[src/soc_pkg.sv]
package soc_pkg;

  // ----------------------------------------
  // Bus widths
  // ----------------------------------------
  localparam int unsigned ADDR_W   = 32;
  localparam int unsigned DATA_W   = 64;
  localparam int unsigned BE_W     = DATA_W / 8;
  // Byte offset bits inside one bus word
  localparam int unsigned WORD_OFS = $clog2(BE_W);
  localparam int unsigned WORD_AW  = ADDR_W - WORD_OFS;

  // ----------------------------------------
  // Address map
  // ----------------------------------------
  localparam logic [ADDR_W-1:0]   ROM_BASE   = 32'h0001_0000;
  localparam int unsigned         ROM_WORDS  = 64;
  localparam int unsigned         ROM_AW     = $clog2(ROM_WORDS);
  localparam logic [DATA_W/2-1:0] ROM_TAG    = 32'hB007_C0DE;

  localparam logic [ADDR_W-1:0]   SRAM_BASE  = 32'h8000_0000;
  localparam int unsigned         SRAM_WORDS = 256;
  localparam int unsigned         SRAM_AW    = $clog2(SRAM_WORDS);

  // Debug request hold-off after reset
  localparam int unsigned DEBUG_HOLD_CYCLES = 20;
  localparam int unsigned HOLD_CNT_W        = $clog2(DEBUG_HOLD_CYCLES + 1);

  // ----------------------------------------
  // Bus types
  // ----------------------------------------
  typedef struct packed {
    logic              req;
    logic              we;
    logic [ADDR_W-1:0] addr;
    logic [BE_W-1:0]   be;
    logic [DATA_W-1:0] wdata;
  } bus_req_t;

  typedef struct packed {
    logic              rvalid;
    logic              err;
    logic [DATA_W-1:0] rdata;
  } bus_rsp_t;

  typedef enum logic {
    MST_HOST,
    MST_DEBUG
  } master_e;

  typedef enum logic [1:0] {
    SEL_ROM,
    SEL_SRAM,
    SEL_ERR
  } slave_sel_e;

endpackage

[src/bus_arbiter.sv]
`timescale 1ns/1ns

module bus_arbiter (
  input  logic              clk_i,
  input  logic              rst_ni,
  input  soc_pkg::bus_req_t host_req_i,
  input  soc_pkg::bus_req_t dbg_req_i,
  output logic              host_gnt_o,
  output logic              dbg_gnt_o,
  output soc_pkg::bus_rsp_t host_rsp_o,
  output soc_pkg::bus_rsp_t dbg_rsp_o,
  output soc_pkg::bus_req_t bus_req_o,
  input  soc_pkg::bus_rsp_t bus_rsp_i
);

  // Round-robin state, the last master that won a grant
  soc_pkg::master_e last_q;
  // Master that owns the response of the next cycle
  soc_pkg::master_e owner_q;

  // Contested cycles go to the master not granted most recently
  assign host_gnt_o = host_req_i.req &&
                      (!dbg_req_i.req || last_q == soc_pkg::MST_DEBUG);
  assign dbg_gnt_o  = dbg_req_i.req &&
                      (!host_req_i.req || last_q == soc_pkg::MST_HOST);

  always_comb begin
    bus_req_o     = dbg_gnt_o ? dbg_req_i : host_req_i;
    bus_req_o.req = host_gnt_o || dbg_gnt_o;
  end

  always_ff @(posedge clk_i or negedge rst_ni) begin
    if (!rst_ni) begin
      // Host wins the first contest
      last_q  <= soc_pkg::MST_DEBUG;
      owner_q <= soc_pkg::MST_HOST;
    end else begin
      if (host_gnt_o) begin
        last_q <= soc_pkg::MST_HOST;
      end else if (dbg_gnt_o) begin
        last_q <= soc_pkg::MST_DEBUG;
      end
      owner_q <= dbg_gnt_o ? soc_pkg::MST_DEBUG : soc_pkg::MST_HOST;
    end
  end

  // ----------------------------------------
  // Response return
  // ----------------------------------------
  assign host_rsp_o = (owner_q == soc_pkg::MST_HOST)  ? bus_rsp_i : '0;
  assign dbg_rsp_o  = (owner_q == soc_pkg::MST_DEBUG) ? bus_rsp_i : '0;

  a_one_grant : assert property (
    @(posedge clk_i) disable iff (!rst_ni)
    !(host_gnt_o && dbg_gnt_o)
  );

endmodule

[config.mk]
export PLATFORM = sky130hd
export DESIGN_NAME = bus_arbiter
export DESIGN_NICKNAME = d
export VERILOG_FILES = /design/src/soc_pkg.sv /design/src/bus_arbiter.sv
export SDC_FILE = /design/constraint.sdc
export NUM_CORES = 1
export LEC_CHECK = 0
export BUFFER_PORTS_ARGS = -buffer_cell sky130_fd_sc_hd__buf_2
export CORE_AREA = 2 2 202 204
export DETAILED_ROUTE_END_ITERATION = 10
export DIE_AREA = 0 0 204 206
export GPL_TIMING_DRIVEN = 0
export HOLD_SLACK_MARGIN = 0.1
export PLACE_DENSITY = 0.34
export SLEW_MARGIN = 20
export SYNTH_ARGS = -nofsm -noshare
export SYNTH_HDL_FRONTEND = slang
export SYNTH_SLANG_ARGS = --single-unit
[constraint.sdc]
create_clock -name clk_i -period 1.2 [get_ports clk_i]
set_input_delay 0.06 -clock clk_i [delete_from_list [all_inputs] [get_ports clk_i]]
set_output_delay 0.06 -clock clk_i [all_outputs]
set_load 0.01 [all_outputs]
==> impl_metrics.env <==
export IMPL_status="finished, violations left"
export IMPL_clock_root_buffer="clkbuf_16"
export IMPL_cts_max_path_buffers=2
export IMPL_clk_pin_slew_worst_paths_ns=0.03
export IMPL_crit_fanout=6
export IMPL_netlist_area_leader_share=0.329
export IMPL_grt_pass1_wl_um=23100
export IMPL_design_area_um2=7920
export IMPL_vias_per_cell=3.14
export IMPL_ir_drop_mv=0.249
export IMPL_pwr_share_clk=0.113
export IMPL_syn_area_um2=2260
export IMPL_cts_buffers=3
export IMPL_nets=1106
export IMPL_core_um2=40200
export IMPL_p_seq_frac=0.019
export IMPL_dp_hpwl_um=16200
export IMPL_drt_total_wl_um=20300
export IMPL_gp_congestion=0.753
export IMPL_overflow=0
export IMPL_max_slew_margin=0.891
export IMPL_cp_depth=6
export IMPL_drcViolationCount=0
export IMPL_pre_cts_ws_ns=-0.833
export IMPL_placementRows=74
export IMPL_slew_viol_final=0
export IMPL_fin_crit_ns=1.78
export IMPL_hold_depth=3
export IMPL_finalCritPeriodShare=1.49
export IMPL_hold_viol_final=0
export IMPL_worst_clock_skew_ns=0.00389
export IMPL_synth_seq_area_share=0.0227
export IMPL_r2r_worst_path_cells=6
export IMPL_whs_endpoint="last_q$_DFFE_PN1P_"
export IMPL_cts_sink_count=2
export IMPL_die_w_um=204
export IMPL_swShare=0.357
export IMPL_syn_nets=550
export IMPL_final_layout_size_suffix_gt1_frac=0.942
export IMPL_num_antenna_cells=0
export IMPL_clk_latency_ns=0.22
export IMPL_hold_start="dbg_req_i[105]"
export IMPL_crit_chain="a21boi_4 > buf_12 > buf_12 > buf_12 > mux2_4 > buf_6"
export IMPL_max_stage_delay_ns=0.55
export IMPL_tightest_slew_ns=0.164
export IMPL_syn_inst=270
export IMPL_start_util=0.0563
export IMPL_slowest_stage="dfstp_2"
export IMPL_yosysWarnings=0
export IMPL_cp_buffers_inverters=4
export IMPL_netlist_top_cells_area="mux2_2 33%, mux2_1 19%, and2_1 19%, nor2b_1 18%, buf_6 2.5%"
export IMPL_place_port_buffers=519
export IMPL_chipHeight_um=206
export IMPL_area_growth_pct=250
export IMPL_netlist_top_cell_by_area="mux2_2"
export IMPL_cts_max_level=1
export IMPL_start_kind="register"
export IMPL_setup_viol=240
export IMPL_num_vias=4267
export IMPL_ys_types=15
export IMPL_maxCapViolations=0
export IMPL_first_global_vias=3845
export IMPL_layout_setup_ws_ns=-0.584
export IMPL_hp_class="input pin to register"
export IMPL_p_leak_nw=4.12
export IMPL_violations="negative setup slack"
export IMPL_p_sw_w=0.00164
export IMPL_power_w=0.00459
export IMPL_antenna_left=0
export IMPL_ioPinCount=520
export IMPL_placed_area_um2=5690
export IMPL_r2r_end="owner_q$_DFF_PN0_"
export IMPL_first_pass_iters=4
export IMPL_power_frac_comb=0.868
export IMPL_fillers=4440
export IMPL_cp_top_family="flip-flops"
export IMPL_crit_type="register to output port"
export IMPL_endpoint_kind="output port"
export IMPL_rsz0062_at_grt="true"
export IMPL_synth_seq_cells=2
export IMPL_cellPowerDensity_nw_per_um2=580
export IMPL_worstSetupStartpoint="last_q$_DFFE_PN1P_"
export IMPL_critPathRequiredTime_ns=1.14
export IMPL_cts_tree="built"
export IMPL_dieArea_um2=42000
export IMPL_drt_iter0_markers=139
export IMPL_grt_max_degree=11
export IMPL_antenna_found_initial=2
export IMPL_final_util=0.197
export IMPL_max_freq_ghz=0.560
export IMPL_r2r_start="last_q$_DFFE_PN1P_"
export IMPL_reg2reg_slack_ns=-0.19
export IMPL_track_usage=0.0745
export IMPL_routedWlPerCell_um=15.0
export IMPL_critPathMostFrequentCell="buf_12"
export IMPL_arrival_ns=1.72
export IMPL_power_internal_w=0.00295
export IMPL_syn_avg_cell_area_um2=8.37
## placed cells by master (no fill, tap or decap), types with 2 or more instances in the layout
cell type / count
nor2b_1: 41
buf_8: 14
and2_4: 66
dlygate4sd3_1: 2
buf_2: 378
clkbuf_16: 19
nor2b_2: 3
mux2_2: 63
buf_6: 145
buf_12: 16
nor2b_4: 22
buf_16: 3
mux2_4: 42
buf_4: 2
## through the flow
| stage | hold WS (ns) | std cells | setup TNS, ns |
|---|---|---|---|
| 6_report | 0.130 | 1357 | -78.79 |
| 5_1_grt | 0.177 | 1357 | -89.59 |
| 4_1_cts | 0.145 | 1337 | -84.65 |
| 3_5_place_dp | -0.140 | 1321 | -110.36 |
| 3_3_place_gp | -0.139 | 1321 | -102.49 |
| 2_1_floorplan | -0.236 | 270 | -3.06 |
## power groups by stage
stage / Sequential, W / Clock (W) / Combinational (W)
5_1_grt: 0.0000908 / 0.000533 / 0.00423
4_1_cts: 0.0000897 / 0.000526 / 0.00306
3_5_place_dp: 0.000103 / 0 / 0.00263
2_1_floorplan: 0.0000884 / 0 / 0.00133
3_3_place_gp: 0.000102 / 0 / 0.00265
6_report: 0.0000892 / 0.000517 / 0.00399
## layout make-up
| type | instances | area [um2] | area share |
|---|---|---|---|
| Timing Repair Buffer | 552 | 4120 | 0.520 |
| Multi-Input combinational cell | 242 | 2550 | 0.321 |
| Tap cell | 532 | 666 | 0.0840 |
| Buffer | 24 | 458 | 0.0578 |
| Clock buffer | 4 | 78.8 | 0.00995 |
| Sequential cell | 2 | 52.6 | 0.00664 |
| Inverter | 1 | 3.75 | 0.000474 |
## logic make-up (layout without fill, tap and decap cells)
family	Yosys count	in the layout	synth area share
and+or+nand+nor	135	135	0.374
muxes	105	105	0.523
buffers and inverters	26	581	0.0703
AOI/OAI and AO/OA	2	2	0.0105
DFF	2	2	0.0227
## flip-flops by register name (all words and copies together) (netlist names)
signal / flops
last_q: 1
owner_q: 1
## routing by layer
metal	routed length, um	vias to the layer above	global-route usage
li1	-	2019	-
met1	7270	1929	0.0818
met2	11200	302	0.151
met3	1430	17	0.00741
met4	431	0	0.0176
met5	0	-	0
## cells in the mapped netlist (all sizes together)
cell    number
and2        67
or2          1
dfrtp        1
nor2b       66
o21ai        1
a21boi       1
buf         12
inv          1
mux2       105
nand2b       1
clkbuf      13
dfstp        1
## worst reg2reg max path, delay by kind of cell, from the launching register on
| kind | cells | cell delay (ns) |
|---|---|---|
| buf+inv | 5 | 0.65 |
| flops | 1 | 0.55 |
| compound gates | 1 | 0.07 |
## worst max path at each step
stage	to
2_1_floorplan	bus_req_o[65]
3_3_place_gp	dbg_rsp_o[27]
3_5_place_dp	dbg_rsp_o[27]
4_1_cts	bus_req_o[69]
5_1_grt	bus_req_o[80]
6_report	bus_req_o[103]
## timing repair
item | CTS | global route
setup endpoints to repair | 240 | 240
hold buffers | 2 | 0
setup buffers | 7 | 5
resized for setup | 90 | 267
pin swaps | 1 | 2
cloned | 3 | 16
hold endpoints to repair | 3 | 0
(Power assumes the default switching activity.)
