[src/soc_pkg.sv]
package soc_pkg;

  // ----------------------------------------
  // Bus widths
  // ----------------------------------------
  localparam int unsigned ADDR_W   = 32;
  localparam int unsigned DATA_W   = 64;
  localparam int unsigned BE_W     = DATA_W / 8;
  // Byte offset bits inside one bus word
  localparam int unsigned WORD_OFS = $clog2(BE_W);
  localparam int unsigned WORD_AW  = ADDR_W - WORD_OFS;

  // ----------------------------------------
  // Address map
  // ----------------------------------------
  localparam logic [ADDR_W-1:0]   ROM_BASE   = 32'h0001_0000;
  localparam int unsigned         ROM_WORDS  = 64;
  localparam int unsigned         ROM_AW     = $clog2(ROM_WORDS);
  localparam logic [DATA_W/2-1:0] ROM_TAG    = 32'hB007_C0DE;

  localparam logic [ADDR_W-1:0]   SRAM_BASE  = 32'h8000_0000;
  localparam int unsigned         SRAM_WORDS = 256;
  localparam int unsigned         SRAM_AW    = $clog2(SRAM_WORDS);

  // Debug request hold-off after reset
  localparam int unsigned DEBUG_HOLD_CYCLES = 20;
  localparam int unsigned HOLD_CNT_W        = $clog2(DEBUG_HOLD_CYCLES + 1);

  // ----------------------------------------
  // Bus types
  // ----------------------------------------
  typedef struct packed {
    logic              req;
    logic              we;
    logic [ADDR_W-1:0] addr;
    logic [BE_W-1:0]   be;
    logic [DATA_W-1:0] wdata;
  } bus_req_t;

  typedef struct packed {
    logic              rvalid;
    logic              err;
    logic [DATA_W-1:0] rdata;
  } bus_rsp_t;

  typedef enum logic {
    MST_HOST,
    MST_DEBUG
  } master_e;

  typedef enum logic [1:0] {
    SEL_ROM,
    SEL_SRAM,
    SEL_ERR
  } slave_sel_e;

endpackage

[src/slave_router.sv]
`timescale 1ns/1ns

module slave_router (
  input  logic                                clk_i,
  input  logic                                rst_ni,
  input  soc_pkg::bus_req_t                   bus_req_i,
  output soc_pkg::bus_rsp_t                   bus_rsp_o,
  output logic                                rom_cs_o,
  output logic [soc_pkg::ROM_AW-1:0]          rom_addr_o,
  input  logic [soc_pkg::DATA_W-1:0]          rom_rdata_i,
  output logic                                sram_cs_o,
  output logic                                sram_we_o,
  output logic [soc_pkg::WORD_AW-1:0]         sram_addr_o,
  output logic [soc_pkg::BE_W-1:0]            sram_be_o,
  output logic [soc_pkg::DATA_W-1:0]          sram_wdata_o,
  input  logic [soc_pkg::DATA_W-1:0]          sram_rdata_i
);

  logic [soc_pkg::ADDR_W-1:0] rom_off;
  logic [soc_pkg::ADDR_W-1:0] sram_off;
  soc_pkg::slave_sel_e        sel;
  soc_pkg::slave_sel_e        rsp_sel;
  soc_pkg::slave_sel_e        sel_q;
  logic                       req_err;
  logic                       err_q;
  logic                       valid_q;

  // ----------------------------------------
  // Address decode
  // ----------------------------------------
  // Offsets wrap below the base, so one compare covers the range
  assign rom_off  = bus_req_i.addr - soc_pkg::ROM_BASE;
  assign sram_off = bus_req_i.addr - soc_pkg::SRAM_BASE;

  always_comb begin
    if (rom_off < soc_pkg::ROM_WORDS * soc_pkg::BE_W) begin
      sel = soc_pkg::SEL_ROM;
    end else if (sram_off < soc_pkg::SRAM_WORDS * soc_pkg::BE_W) begin
      sel = soc_pkg::SEL_SRAM;
    end else begin
      sel = soc_pkg::SEL_ERR;
    end
  end

  assign req_err = (sel == soc_pkg::SEL_ERR) || (sel == soc_pkg::SEL_ROM && bus_req_i.we);
  // Writes and errors answer with zero data
  assign rsp_sel = (bus_req_i.we || req_err) ? soc_pkg::SEL_ERR : sel;

  assign rom_cs_o     = bus_req_i.req && sel == soc_pkg::SEL_ROM && !bus_req_i.we;
  assign rom_addr_o   = rom_off[soc_pkg::ROM_AW+soc_pkg::WORD_OFS-1:soc_pkg::WORD_OFS];
  assign sram_cs_o    = bus_req_i.req && sel == soc_pkg::SEL_SRAM;
  assign sram_we_o    = bus_req_i.we;
  assign sram_addr_o  = sram_off[soc_pkg::ADDR_W-1:soc_pkg::WORD_OFS];
  assign sram_be_o    = bus_req_i.be;
  assign sram_wdata_o = bus_req_i.wdata;

  always_ff @(posedge clk_i or negedge rst_ni) begin
    if (!rst_ni) begin
      valid_q <= 1'b0;
      err_q   <= 1'b0;
      sel_q   <= soc_pkg::SEL_ERR;
    end else begin
      valid_q <= bus_req_i.req;
      err_q   <= bus_req_i.req && req_err;
      sel_q   <= bus_req_i.req ? rsp_sel : soc_pkg::SEL_ERR;
    end
  end

  // Response mux
  always_comb begin
    bus_rsp_o.rvalid = valid_q;
    bus_rsp_o.err    = err_q;
    case (sel_q)
      soc_pkg::SEL_ROM:  bus_rsp_o.rdata = rom_rdata_i;
      soc_pkg::SEL_SRAM: bus_rsp_o.rdata = sram_rdata_i;
      default:           bus_rsp_o.rdata = '0;
    endcase
  end

  // Each response follows a request taken by a memory or the error path
  a_rvalid_after_req : assert property (
    @(posedge clk_i) disable iff (!rst_ni)
    bus_rsp_o.rvalid |-> $past(rom_cs_o || sram_cs_o || (bus_req_i.req && req_err))
  );

endmodule

[config.mk]
export PLATFORM = sky130hd
export DESIGN_NAME = slave_router
export DESIGN_NICKNAME = d
export VERILOG_FILES = /design/src/soc_pkg.sv /design/src/slave_router.sv
export SDC_FILE = /design/constraint.sdc
export NUM_CORES = 1
export LEC_CHECK = 0
export ABC_AREA = 1
export BUFFER_PORTS_ARGS = -buffer_cell sky130_fd_sc_hd__buf_2
export CORE_AREA = 2 2 159 161
export CTS_CLUSTER_SIZE = 20
export DETAILED_ROUTE_END_ITERATION = 8
export DIE_AREA = 0 0 161 163
export GPL_ROUTABILITY_DRIVEN = 1
export SYNTH_ARGS = -nofsm -noshare
export SYNTH_HDL_FRONTEND = slang
export SYNTH_SLANG_ARGS = --single-unit
[constraint.sdc]
create_clock -name clk_i -period 1.54 [get_ports clk_i]
set_clock_uncertainty 0.15 [all_clocks]
set_input_delay 0.231 -clock clk_i [delete_from_list [all_inputs] [get_ports clk_i]]
set_output_delay 0.231 -clock clk_i [all_outputs]
set_load 0.01 [all_outputs]
==> results of run 1 <==
cell usage in the layout (no fill, tap or decap):
cell type and n:
buf_2 240, inv_1 85, nand3_1 65, o21ai_0 29, nand2_1 27, nor2_1 22, o21ai_1 20, buf_4 20
o21ai_2 17, nor2_2 11, buf_6 6, nand3_2 5, buf_12 5, buf_8 4, nor2_4 3, nand2_2 3
clkbuf_16 3, a21oi_1 2, dfrtp_1 2, or2_4 1, inv_4 1, nor4_4 1, nand3b_1 1, nand4_1 1
nor3_1 1, nor3_2 1, a21oi_2 1, clkbuf_1 1, dlygate4sd3_1 1, dfrtp_2 1, dfstp_2 1
how the worst max path moves through the flow:
stage | endpoint | slack (ns) | depth (start not counted)
after CTS | bus_rsp_o[45] | -0.25 | 4
after detailed placement | rom_cs_o | -0.27 | 11
after floorplan | bus_rsp_o[0] | -0.07 | 4
final | bus_rsp_o[56] | -0.26 | 4
after global placement | rom_cs_o | -0.26 | 11
after global routing | bus_rsp_o[56] | -0.31 | 4
cell families after synthesis:
kind of cell | after synthesis | synth area share (%)
compound gates | 69 | 14.8
buf+inv | 215 | 51.8
flops | 4 | 4.31
simple gates | 142 | 29.0
flip-flops by register name, indices dropped and copies added, names as in the netlist:
register,count
err_q,1
sel_q,2
valid_q,1
what timing repair did:
item | 4_1_cts | 5_1_grt
endpoints found under the hold margin | 4 | 0
gates resized for setup | 51 | 35
hold buffers | 1 | 0
setup endpoints to repair | 66 | 66
pin swaps | 7 | 5
setup buffers | 1 | 0
power groups by stage:
stage          sequential (mW)  combinational [mW]  clock [mW]
2_1_floorplan            0.110               0.370           0
3_3_place_gp             0.111               0.390           0
3_5_place_dp             0.111               0.394           0
4_1_cts                  0.110               0.417       0.437
5_1_grt                  0.110               0.468       0.446
6_report                 0.110               0.422       0.427
per-stage QoR:
step / utilization [%] / hold slack [ns]
final: 14.8 / 0.0166
after detailed placement: 13.7 / -0.0947
after global placement: 13.7 / -0.0933
after CTS: 14.5 / 0.0331
after global routing: 14.8 / 0.0263
after floorplan: - / -0.215
layer usage:
metal / track usage, % / wire (µm)
met1: 8.61 / 4420
met2: 10.8 / 4910
met3: 6.54 / 2160
met4: 1.18 / 55
met5: 3.03 / 77
cell type report:
| class | instances | area (µm²) |
|---|---|---|
| clock buffers | 4 | 78.8 |
| fillers | 2871 | 21000 |
| inverters | 86 | 325 |
| multi-input cells | 211 | 1150 |
| flip-flops and latches | 4 | 103 |
| well taps | 330 | 413 |
| repair buffers | 276 | 1590 |
critical path: cells and delay by family (launching register included):
kind	cells	cell delay (ns)
AO/OA/AOI/OAI	1	0.11
flip-flops	1	0.54
buffers and inverters	2	0.36
AND/OR/NAND/NOR	1	0.16
==> metrics.txt, run 1 <==
post-synthesis cell type count=25; internal power=0.677 mW; first-pass GRT wire length=~15,000 µm; Mapped Cells=430; Sw Ratio=between 20% and 30%; Final Instance Area=roughly 3700 µm²; Max stage delay cell, worst path=dfstp_2; Synth Flop Type=dfrtp_1; RSZ-0062 raised after global routing=true; CP Max Fanout=44; Sw Pwr=roughly 0.28 mW; ANT cells=0; CTS root buf=clkbuf_16; Pleak=around 2.1 nW; number of synthesized flops with an enable pin=0; Die Width=161 µm; Clk pin slew, worst setup/hold paths=around 0.040 ns; flops & latches, synth=4; Synth top cells by count=buf_4, inv_1, nand3_1; clock tree buffer depth=2; vias in the first global route=around 2,700; crit path launch=sel_q[1]; sequential share of power=between 10% and 20%; cell taking the most area after synthesis=buf_4; residual DRC count=0; hold path endpoint=valid_q; Buffers on Ports=246; pwr dens=around 260 nW/µm²; Num CTS Buffers=3; DR pass1 iterations=4; Cell Rows=slightly below 60; CTS H-tree lvls=1; Post-Syn Area=2350 µm²; Vias/cell=about 3.5; initial antenna violation count=1; CTS tree=done; WP data required=roughly 1.2 ns; WL/cell=about 13 µm; kind of critical path=reg -> out; Final Hold Violating Endpoints=0; Area after DPL=3380 µm²; WL final=between 10,000 and 15,000 µm; area grow syn2layout=55.7%; Synth top area share=a little over a third; Post-Syn Area per Cell=5.47 µm²; CP peak stage delay=0.54 ns; Synth area leaders=buf_4, nand3_1, o21ai_0; Power, Total=0.959 mW; Clk pwr share=44.5%; VDD IR max=~0.22 mV; Chip Height=163 µm; post-place setup slack=-0.273 ns; CP startpoint kind=register; die area=26,200 µm²; worst slew pin tran=approximately 0.25 ns; hold path depth=1; Initial DRC Count=148; core area=roughly 25,000 µm²; antenna viol nets, final=0; total gr overflow=0; routability cong.=slightly below 0.8; Final setup viols=65; final worst slack=-0.261 ns; fraction of layout cells with a size suffix above 1=approximately 56%; slew margin rel.=between 80% and 90%; CP arrival=1.42 ns; # Max-Cap Violations=0; Cells after DPL=between 900 and 1,000; vias after detailed routing=3,173; Combinational Power Share=44.0%; Initial Utilization=a little under a tenth; crit path time final=about 1.8 ns; worst-path cell chain=or2_4 > buf_12 > o21ai_0 > buf_2; asr flop ratio synth=between 90% and 100%; gr usage total=under 10%; most common cell in the synthesized netlist=buf_4; Pins Over Slew Limit=0; status=complete, but fails checks; Yosys warnings=0; Synthesized Nets=between 600 and 700; largest net degree at the start of global routing=45; post-synthesis sequential area ratio=approximately 4.3%; Ports=412; element type at the critical path end=output port; CTS Sinks=4; # nets final=between 800 and 900; worst hold path class=in -> reg; hpwl dp=9550 µm; violated checks=setup timing; fmax=between 500 and 600 MHz; period utilization=117%; Worst Hold Launch=bus_req_i[105]; Fin Setup TNS=-14.41 ns; Cell Count, Final, Fillers Out=around 910
No activity file was read; power rests on OpenSTA's default activity.
==> run 2, diff against run 1 <==
--- a/config.mk
+++ b/config.mk
@@ -7,7 +7,9 @@
 export LEC_CHECK = 0
 export ABC_AREA = 1
 export BUFFER_PORTS_ARGS = -buffer_cell sky130_fd_sc_hd__buf_2
+export CAP_MARGIN = 20
 export CORE_AREA = 2 2 159 161
+export CTS_BUF_LIST = sky130_fd_sc_hd__clkbuf_4 sky130_fd_sc_hd__clkbuf_8
 export CTS_CLUSTER_SIZE = 20
 export DETAILED_ROUTE_END_ITERATION = 8
 export DIE_AREA = 0 0 161 163
==> run 2 against run 1 <==
Combinational power barely moved. Fmax grew 0.46%. Final cell count is the same. Sequential power barely moved. Critical endpoint unchanged. Non-clock buffer count unchanged. Critical path type unchanged. Clock power down 40%. The flow still finishes with violations (setup timing). Worst setup slack improved by 0.0082 ns. Critical path depth did not move. Highest routed layer unchanged. Sequential share of layout area barely moved. Largest power group is now combinational logic. Die area unchanged. First-iteration DRC count is 3.4% lower. Utilization shrank 0.12 points.
==> metrics.txt, run 2 (same netlist as run 1, synthesis figures left out) <==
first-pass GRT wire length=15,200 µm (about the same); final worst slack=-0.253 ns (+0.00815 ns); CP arrival=1.41 ns (about the same); top flop regs=sel_q x2, err_q x1, valid_q x1; hold path depth=1 (unchanged); CP peak stage delay=0.54 ns (about the same); DR pass1 iterations=4 (unchanged); routability cong.=0.773 (unchanged); hpwl dp=9550 µm (unchanged); clock tree buffer depth=2 (unchanged); VDD IR max=0.160 mV (-29%); # nets final=818 (unchanged); status=complete, but fails checks; Pleak=2.09 nW (-0.57%); Hold WS=0.0166 ns (+0.00000630 ns); Clk pin slew, worst setup/hold paths=0.04 ns (about the same); worst-path cell chain=or2_4 > buf_12 > o21ai_0 > buf_2; CTS tree=done; Buffers on Ports=246 (unchanged); Combinational Power Share=53.4% (+9.4 points); largest net degree at the start of global routing=45 (unchanged); initial antenna violation count=1 (unchanged); Sw Pwr=0.261 mW (-7.4%); Initial DRC Count=143 (-3.4%); utilization after layout=14.7% (-0.12 points); Pins Over Slew Limit=0 (unchanged); fmax=558 MHz (+0.46%); Cells after DPL=906 (unchanged); CP top delay family=flip-flops; violated checks=setup timing; Final Hold Violating Endpoints=0 (unchanged); max FFs per register=2 (unchanged); die area=26,200 µm² (unchanged); CTS root buf=clkbuf_8; period utilization=116% (-0.53 points); worst hold path class=in -> reg; post-place setup slack=-0.273 ns (unchanged); worst slew pin tran=0.251 ns (+0.0000807 ns); internal power=0.529 mW (-22%); Final setup viols=65 (unchanged); antenna viol nets, final=0 (unchanged); Ports=412 (unchanged); # Max-Cap Violations=0 (unchanged); pwr dens=218 nW/µm² (-17%); Die Width=161 µm (unchanged); ANT cells=0 (unchanged); Worst Hold Launch=bus_req_i[105]; Clk pwr share=32.7% (-12 points); flip-flop and latch area=103 µm² (unchanged); CP startpoint kind=register; sequential share of power=13.9% (+2.5 points); total gr overflow=0 (unchanged); Chip Height=163 µm (unchanged); fraction of layout cells with a size suffix above 1=55.9% (+0.17 points); WP buf/inv=2 (unchanged); Cell Rows=58 (unchanged); commonest non-fill, non-tap cell in the layout=buf_2; Max stage delay cell, worst path=dfstp_2; gr usage total=7.63% (about the same); Initial Utilization=9.53% (unchanged); vias after detailed routing=3,177 (+0.13%); hold path endpoint=valid_q; CTS Sinks=4 (unchanged); kind of critical path=reg -> out; Top reg by flops=sel_q; WL final=11,600 µm (unchanged); residual DRC count=0 (unchanged); vias in the first global route=2,740 (-0.036%); WL/cell=12.8 µm (unchanged); Vias/cell=3.49 (+0.13%); Sw Ratio=33.1% (+3.6 points); slew margin rel.=83.2% (about the same); Cell Count, Final, Fillers Out=911 (unchanged); core area=24,700 µm² (unchanged); Power, Total=0.790 mW (-18%); element type at the critical path end=output port; crit path time final=1.79 ns (-0.00816 ns); fill cell count=2,872 (+0.035%); Num CTS Buffers=3 (unchanged); area grow syn2layout=54.4%; CP Max Fanout=44 (unchanged); CTS H-tree lvls=1 (unchanged); WP data required=1.16 ns (about the same); multi-input combinational cell area=1150 µm² (unchanged); most frequent cells in the layout=buf_2, inv_1, nand3_1, o21ai_0, nand2_1; RSZ-0062 raised after global routing=true
## run 2: cell count changes in the layout (fill, tap and decap cells not counted)
cell / before / now
clkbuf_1: 1 / 0
clkbuf_16: 3 / 0
clkbuf_8: 0 / 3
clkbuf_4: 0 / 1
## run 2: power groups by stage
stage / combinational (mW) / sequential [mW] / clock, mW
floorplan: 0.370 / 0.110 / 0
global placement: 0.390 / 0.111 / 0
detailed placement: 0.394 / 0.111 / 0
CTS: 0.417 / 0.110 / 0.271
global route: 0.468 / 0.110 / 0.280
finish: 0.422 / 0.109 / 0.258
## run 2: how the worst max path moves through the flow
stage                              from       endpoint  slack (ns)  cells past startpoint
after detailed placement  bus_req_i[90]       rom_cs_o       -0.27                     11
final                          sel_q[1]  bus_rsp_o[56]       -0.25                      4
after global routing           sel_q[1]  bus_rsp_o[56]       -0.31                      4
after CTS                      sel_q[0]  bus_rsp_o[45]       -0.25                      4
after global placement    bus_req_i[90]       rom_cs_o       -0.26                     11
after floorplan                sel_q[0]   bus_rsp_o[0]       -0.07                      4
## run 2: cell type report
class	count	area share (%)
repair buffers	276	43.8
multi-input cells	211	31.7
well taps	330	11.4
inverters	86	8.96
flip-flops and latches	4	2.83
clock buffers	4	1.34
## run 2: through the flow
step,cell area [µm²],TNS [ns]
CTS,3550,-14.08
finish,3630,-13.89
global route,3630,-18.22
global placement,3380,-6.91
floorplan,2350,-4.22
detailed placement,3380,-7.69
## run 2: layer usage
layer,vias up,track usage (%),routed length [µm],part of all wire [%]
li1,1531,-,-,-
met1,1349,8.60,4410,38
met2,279,10.8,4920,42
met3,12,6.54,2160,19
met4,6,1.18,55,0.47
met5,-,3.03,77,0.66
## run 2: timing repair
item | CTS | global route
hold endpoints to repair | 4 | 0
setup buffers | 1 | 0
hold buffers | 1 | 0
setup endpoints to repair | 66 | 66
pin swaps | 7 | 5
gates resized for setup | 51 | 35
==> run 3, diff against run 2 <==
--- a/config.mk
+++ b/config.mk
@@ -14,6 +14,7 @@
 export DETAILED_ROUTE_END_ITERATION = 8
 export DIE_AREA = 0 0 161 163
 export GPL_ROUTABILITY_DRIVEN = 1
+export SKIP_LAST_GASP = 1
 export SYNTH_ARGS = -nofsm -noshare
 export SYNTH_HDL_FRONTEND = slang
 export SYNTH_SLANG_ARGS = --single-unit
==> run 3 against run 2 <==
The run still ends with setup timing left. Sequential power about the same. Critical path type unchanged. Via count down 0.54%. Die area is the same. Clock power hardly changed. Largest power group unchanged. Largest cell class unchanged. Flip-flop and latch count unchanged. First-iteration DRC count shrank 6.3%. Sequential share of layout area barely moved. Fmax hardly changed. Utilization shrank 0.086 points. Design area shrank 0.59%. Power barely moved. Highest routed layer unchanged. Critical path depth unchanged.
==> metrics.txt, run 3 (same netlist as run 1, synthesis figures left out) <==
# nets final=819 (+0.12%); worst slew pin tran=0.251 ns (unchanged); Vias/cell=3.46 (-0.64%); Combinational Power Share=53.4% (about the same); violated checks=setup timing; vias in the first global route=2,740 (unchanged); CP peak stage delay=0.39 ns (-0.15 ns); total gr overflow=0 (unchanged); first-pass GRT wire length=15,200 µm (about the same); top flop regs=sel_q x2, err_q x1, valid_q x1; worst-path cell chain=or2_4 > buf_12 > o21ai_0 > buf_2; flip-flop and latch area=103 µm² (unchanged); pwr dens=219 nW/µm² (+0.54%); vias after detailed routing=3,160 (-0.54%); VDD IR max=0.160 mV (about the same); CP arrival=1.41 ns (about the same); WP data required=1.16 ns (about the same); ANT cells=0 (unchanged); largest net degree at the start of global routing=45 (unchanged); initial antenna violation count=1 (unchanged); CP startpoint kind=register; Chip Height=163 µm (unchanged); status=complete, but fails checks; Initial Utilization=9.53% (unchanged); worst hold path class=in -> reg; internal power=0.529 mW (about the same); RSZ-0062 raised after global routing=true; Area after DPL=3380 µm² (unchanged); slew margin rel.=83.2% (unchanged); Max stage delay cell, worst path=dfrtp_2; WL/cell=12.6 µm (-0.83%); clock tree buffer depth=2 (unchanged); Num CTS Buffers=3 (unchanged); most frequent cells in the layout=buf_2, inv_1, nand3_1, o21ai_0, nand2_1; kind of critical path=reg -> out; Clk pin slew, worst setup/hold paths=0.04 ns (about the same); commonest non-fill, non-tap cell in the layout=buf_2; DR pass1 iterations=4 (unchanged); Cell Count, Final, Fillers Out=912 (+0.11%); Cell Rows=58 (unchanged); Final setup viols=65 (unchanged); Die Width=161 µm (unchanged); Hold WS=0.0166 ns (unchanged); crit path time final=1.79 ns (-0.000393 ns); Final Instance Area=3610 µm² (-0.59%); routability cong.=0.773 (unchanged); CP Max Fanout=44 (unchanged); max FFs per register=2 (unchanged); final worst slack=-0.252 ns (+0.000393 ns); Sw Ratio=33.0% (-0.071 points); Fin Setup TNS=-13.27 ns (+0.625 ns); CTS H-tree lvls=1 (unchanged); Clk pwr share=32.7% (about the same); Final Hold Violating Endpoints=0 (unchanged); die area=26,200 µm² (unchanged); sequential share of power=13.9% (about the same); # Max-Cap Violations=0 (unchanged); fill cell count=2,874 (+0.070%); CTS tree=done; Sw Pwr=0.260 mW (-0.26%); Cells after DPL=906 (unchanged); fraction of layout cells with a size suffix above 1=55.5% (-0.44 points); CTS root buf=clkbuf_8; fmax=558 MHz (about the same); Pins Over Slew Limit=0 (unchanged); multi-input combinational cell area=1140 µm² (-1.4%); period utilization=116% (about the same); Pleak=2.09 nW (about the same); residual DRC count=0 (unchanged); hpwl dp=9550 µm (unchanged); gr usage total=7.62% (-0.011 points); core area=24,700 µm² (unchanged); CTS Sinks=4 (unchanged); Initial DRC Count=134 (-6.3%); WL final=11,500 µm (-0.72%); element type at the critical path end=output port; antenna viol nets, final=0 (unchanged); Buffers on Ports=246 (unchanged); area grow syn2layout=53.5%; Top reg by flops=sel_q; Ports=412 (unchanged)
[run 3: power by group through the flow]
| stage | combinational [mW] | sequential [mW] | clock [mW] |
|---|---|---|---|
| global route | 0.468 | 0.110 | 0.280 |
| CTS | 0.416 | 0.110 | 0.271 |
| detailed placement | 0.394 | 0.111 | 0 |
| finish | 0.422 | 0.109 | 0.258 |
| floorplan | 0.370 | 0.110 | 0 |
| global placement | 0.390 | 0.111 | 0 |
[run 3: through the flow]
stage | worst slack [ns] | total power, mW | utilization, %
6_report | -0.252 | 0.790 | 14.6
3_5_place_dp | -0.273 | 0.505 | 13.7
5_1_grt | -0.313 | 0.857 | 14.6
2_1_floorplan | -0.0703 | 0.481 | -
4_1_cts | -0.262 | 0.797 | 14.4
3_3_place_gp | -0.259 | 0.501 | 13.7
[run 3: routing by layer]
metal	track usage, %	vias up	wire [µm]
met5	3.03	-	77
met4	1.18	6	43
met3	6.54	10	2170
met2	10.8	266	4860
met1	8.55	1345	4390
li1	-	1533	-
[run 3: area by class of cell]
class                   instances  share of cell area (%)
repair buffers                277                    44.0
flip-flops and latches          4                    2.84
multi-input cells             211                    31.5
clock buffers                   4                    1.35
well taps                     330                    11.4
inverters                      86                    8.94
[run 3: what timing repair did]
| action | CTS | global route |
|---|---|---|
| cloned | 0 | 0 |
| pin swaps | 7 | 4 |
| setup buffers | 1 | 0 |
| hold buffers | 1 | 0 |
| endpoints found under the hold margin | 4 | 0 |
| endpoints found under the setup margin | 66 | 66 |
| gates resized for setup | 47 | 33 |
[run 3: worst paths after layout]
| kind | from | end | slack (ns) | cells after the start |
|---|---|---|---|---|
| worst max-delay path | sel_q[0] | bus_rsp_o[40] | -0.25 | 4 |
| min in group asynchronous | rst_ni | valid_q | 0.21 | 2 |
| max in group asynchronous | rst_ni | sel_q[1] | 0.81 | 2 |
| worst min-delay path | bus_req_i[105] | valid_q | 0.02 | 1 |
[run 3: critical path: cells and delay by family (launching register included)]
| family | cells | cell delay, ns |
|---|---|---|
| AO/OA/AOI/OAI | 1 | 0.18 |
| buffers and inverters | 2 | 0.34 |
| flip-flops | 1 | 0.39 |
| AND/OR/NAND/NOR | 1 | 0.26 |
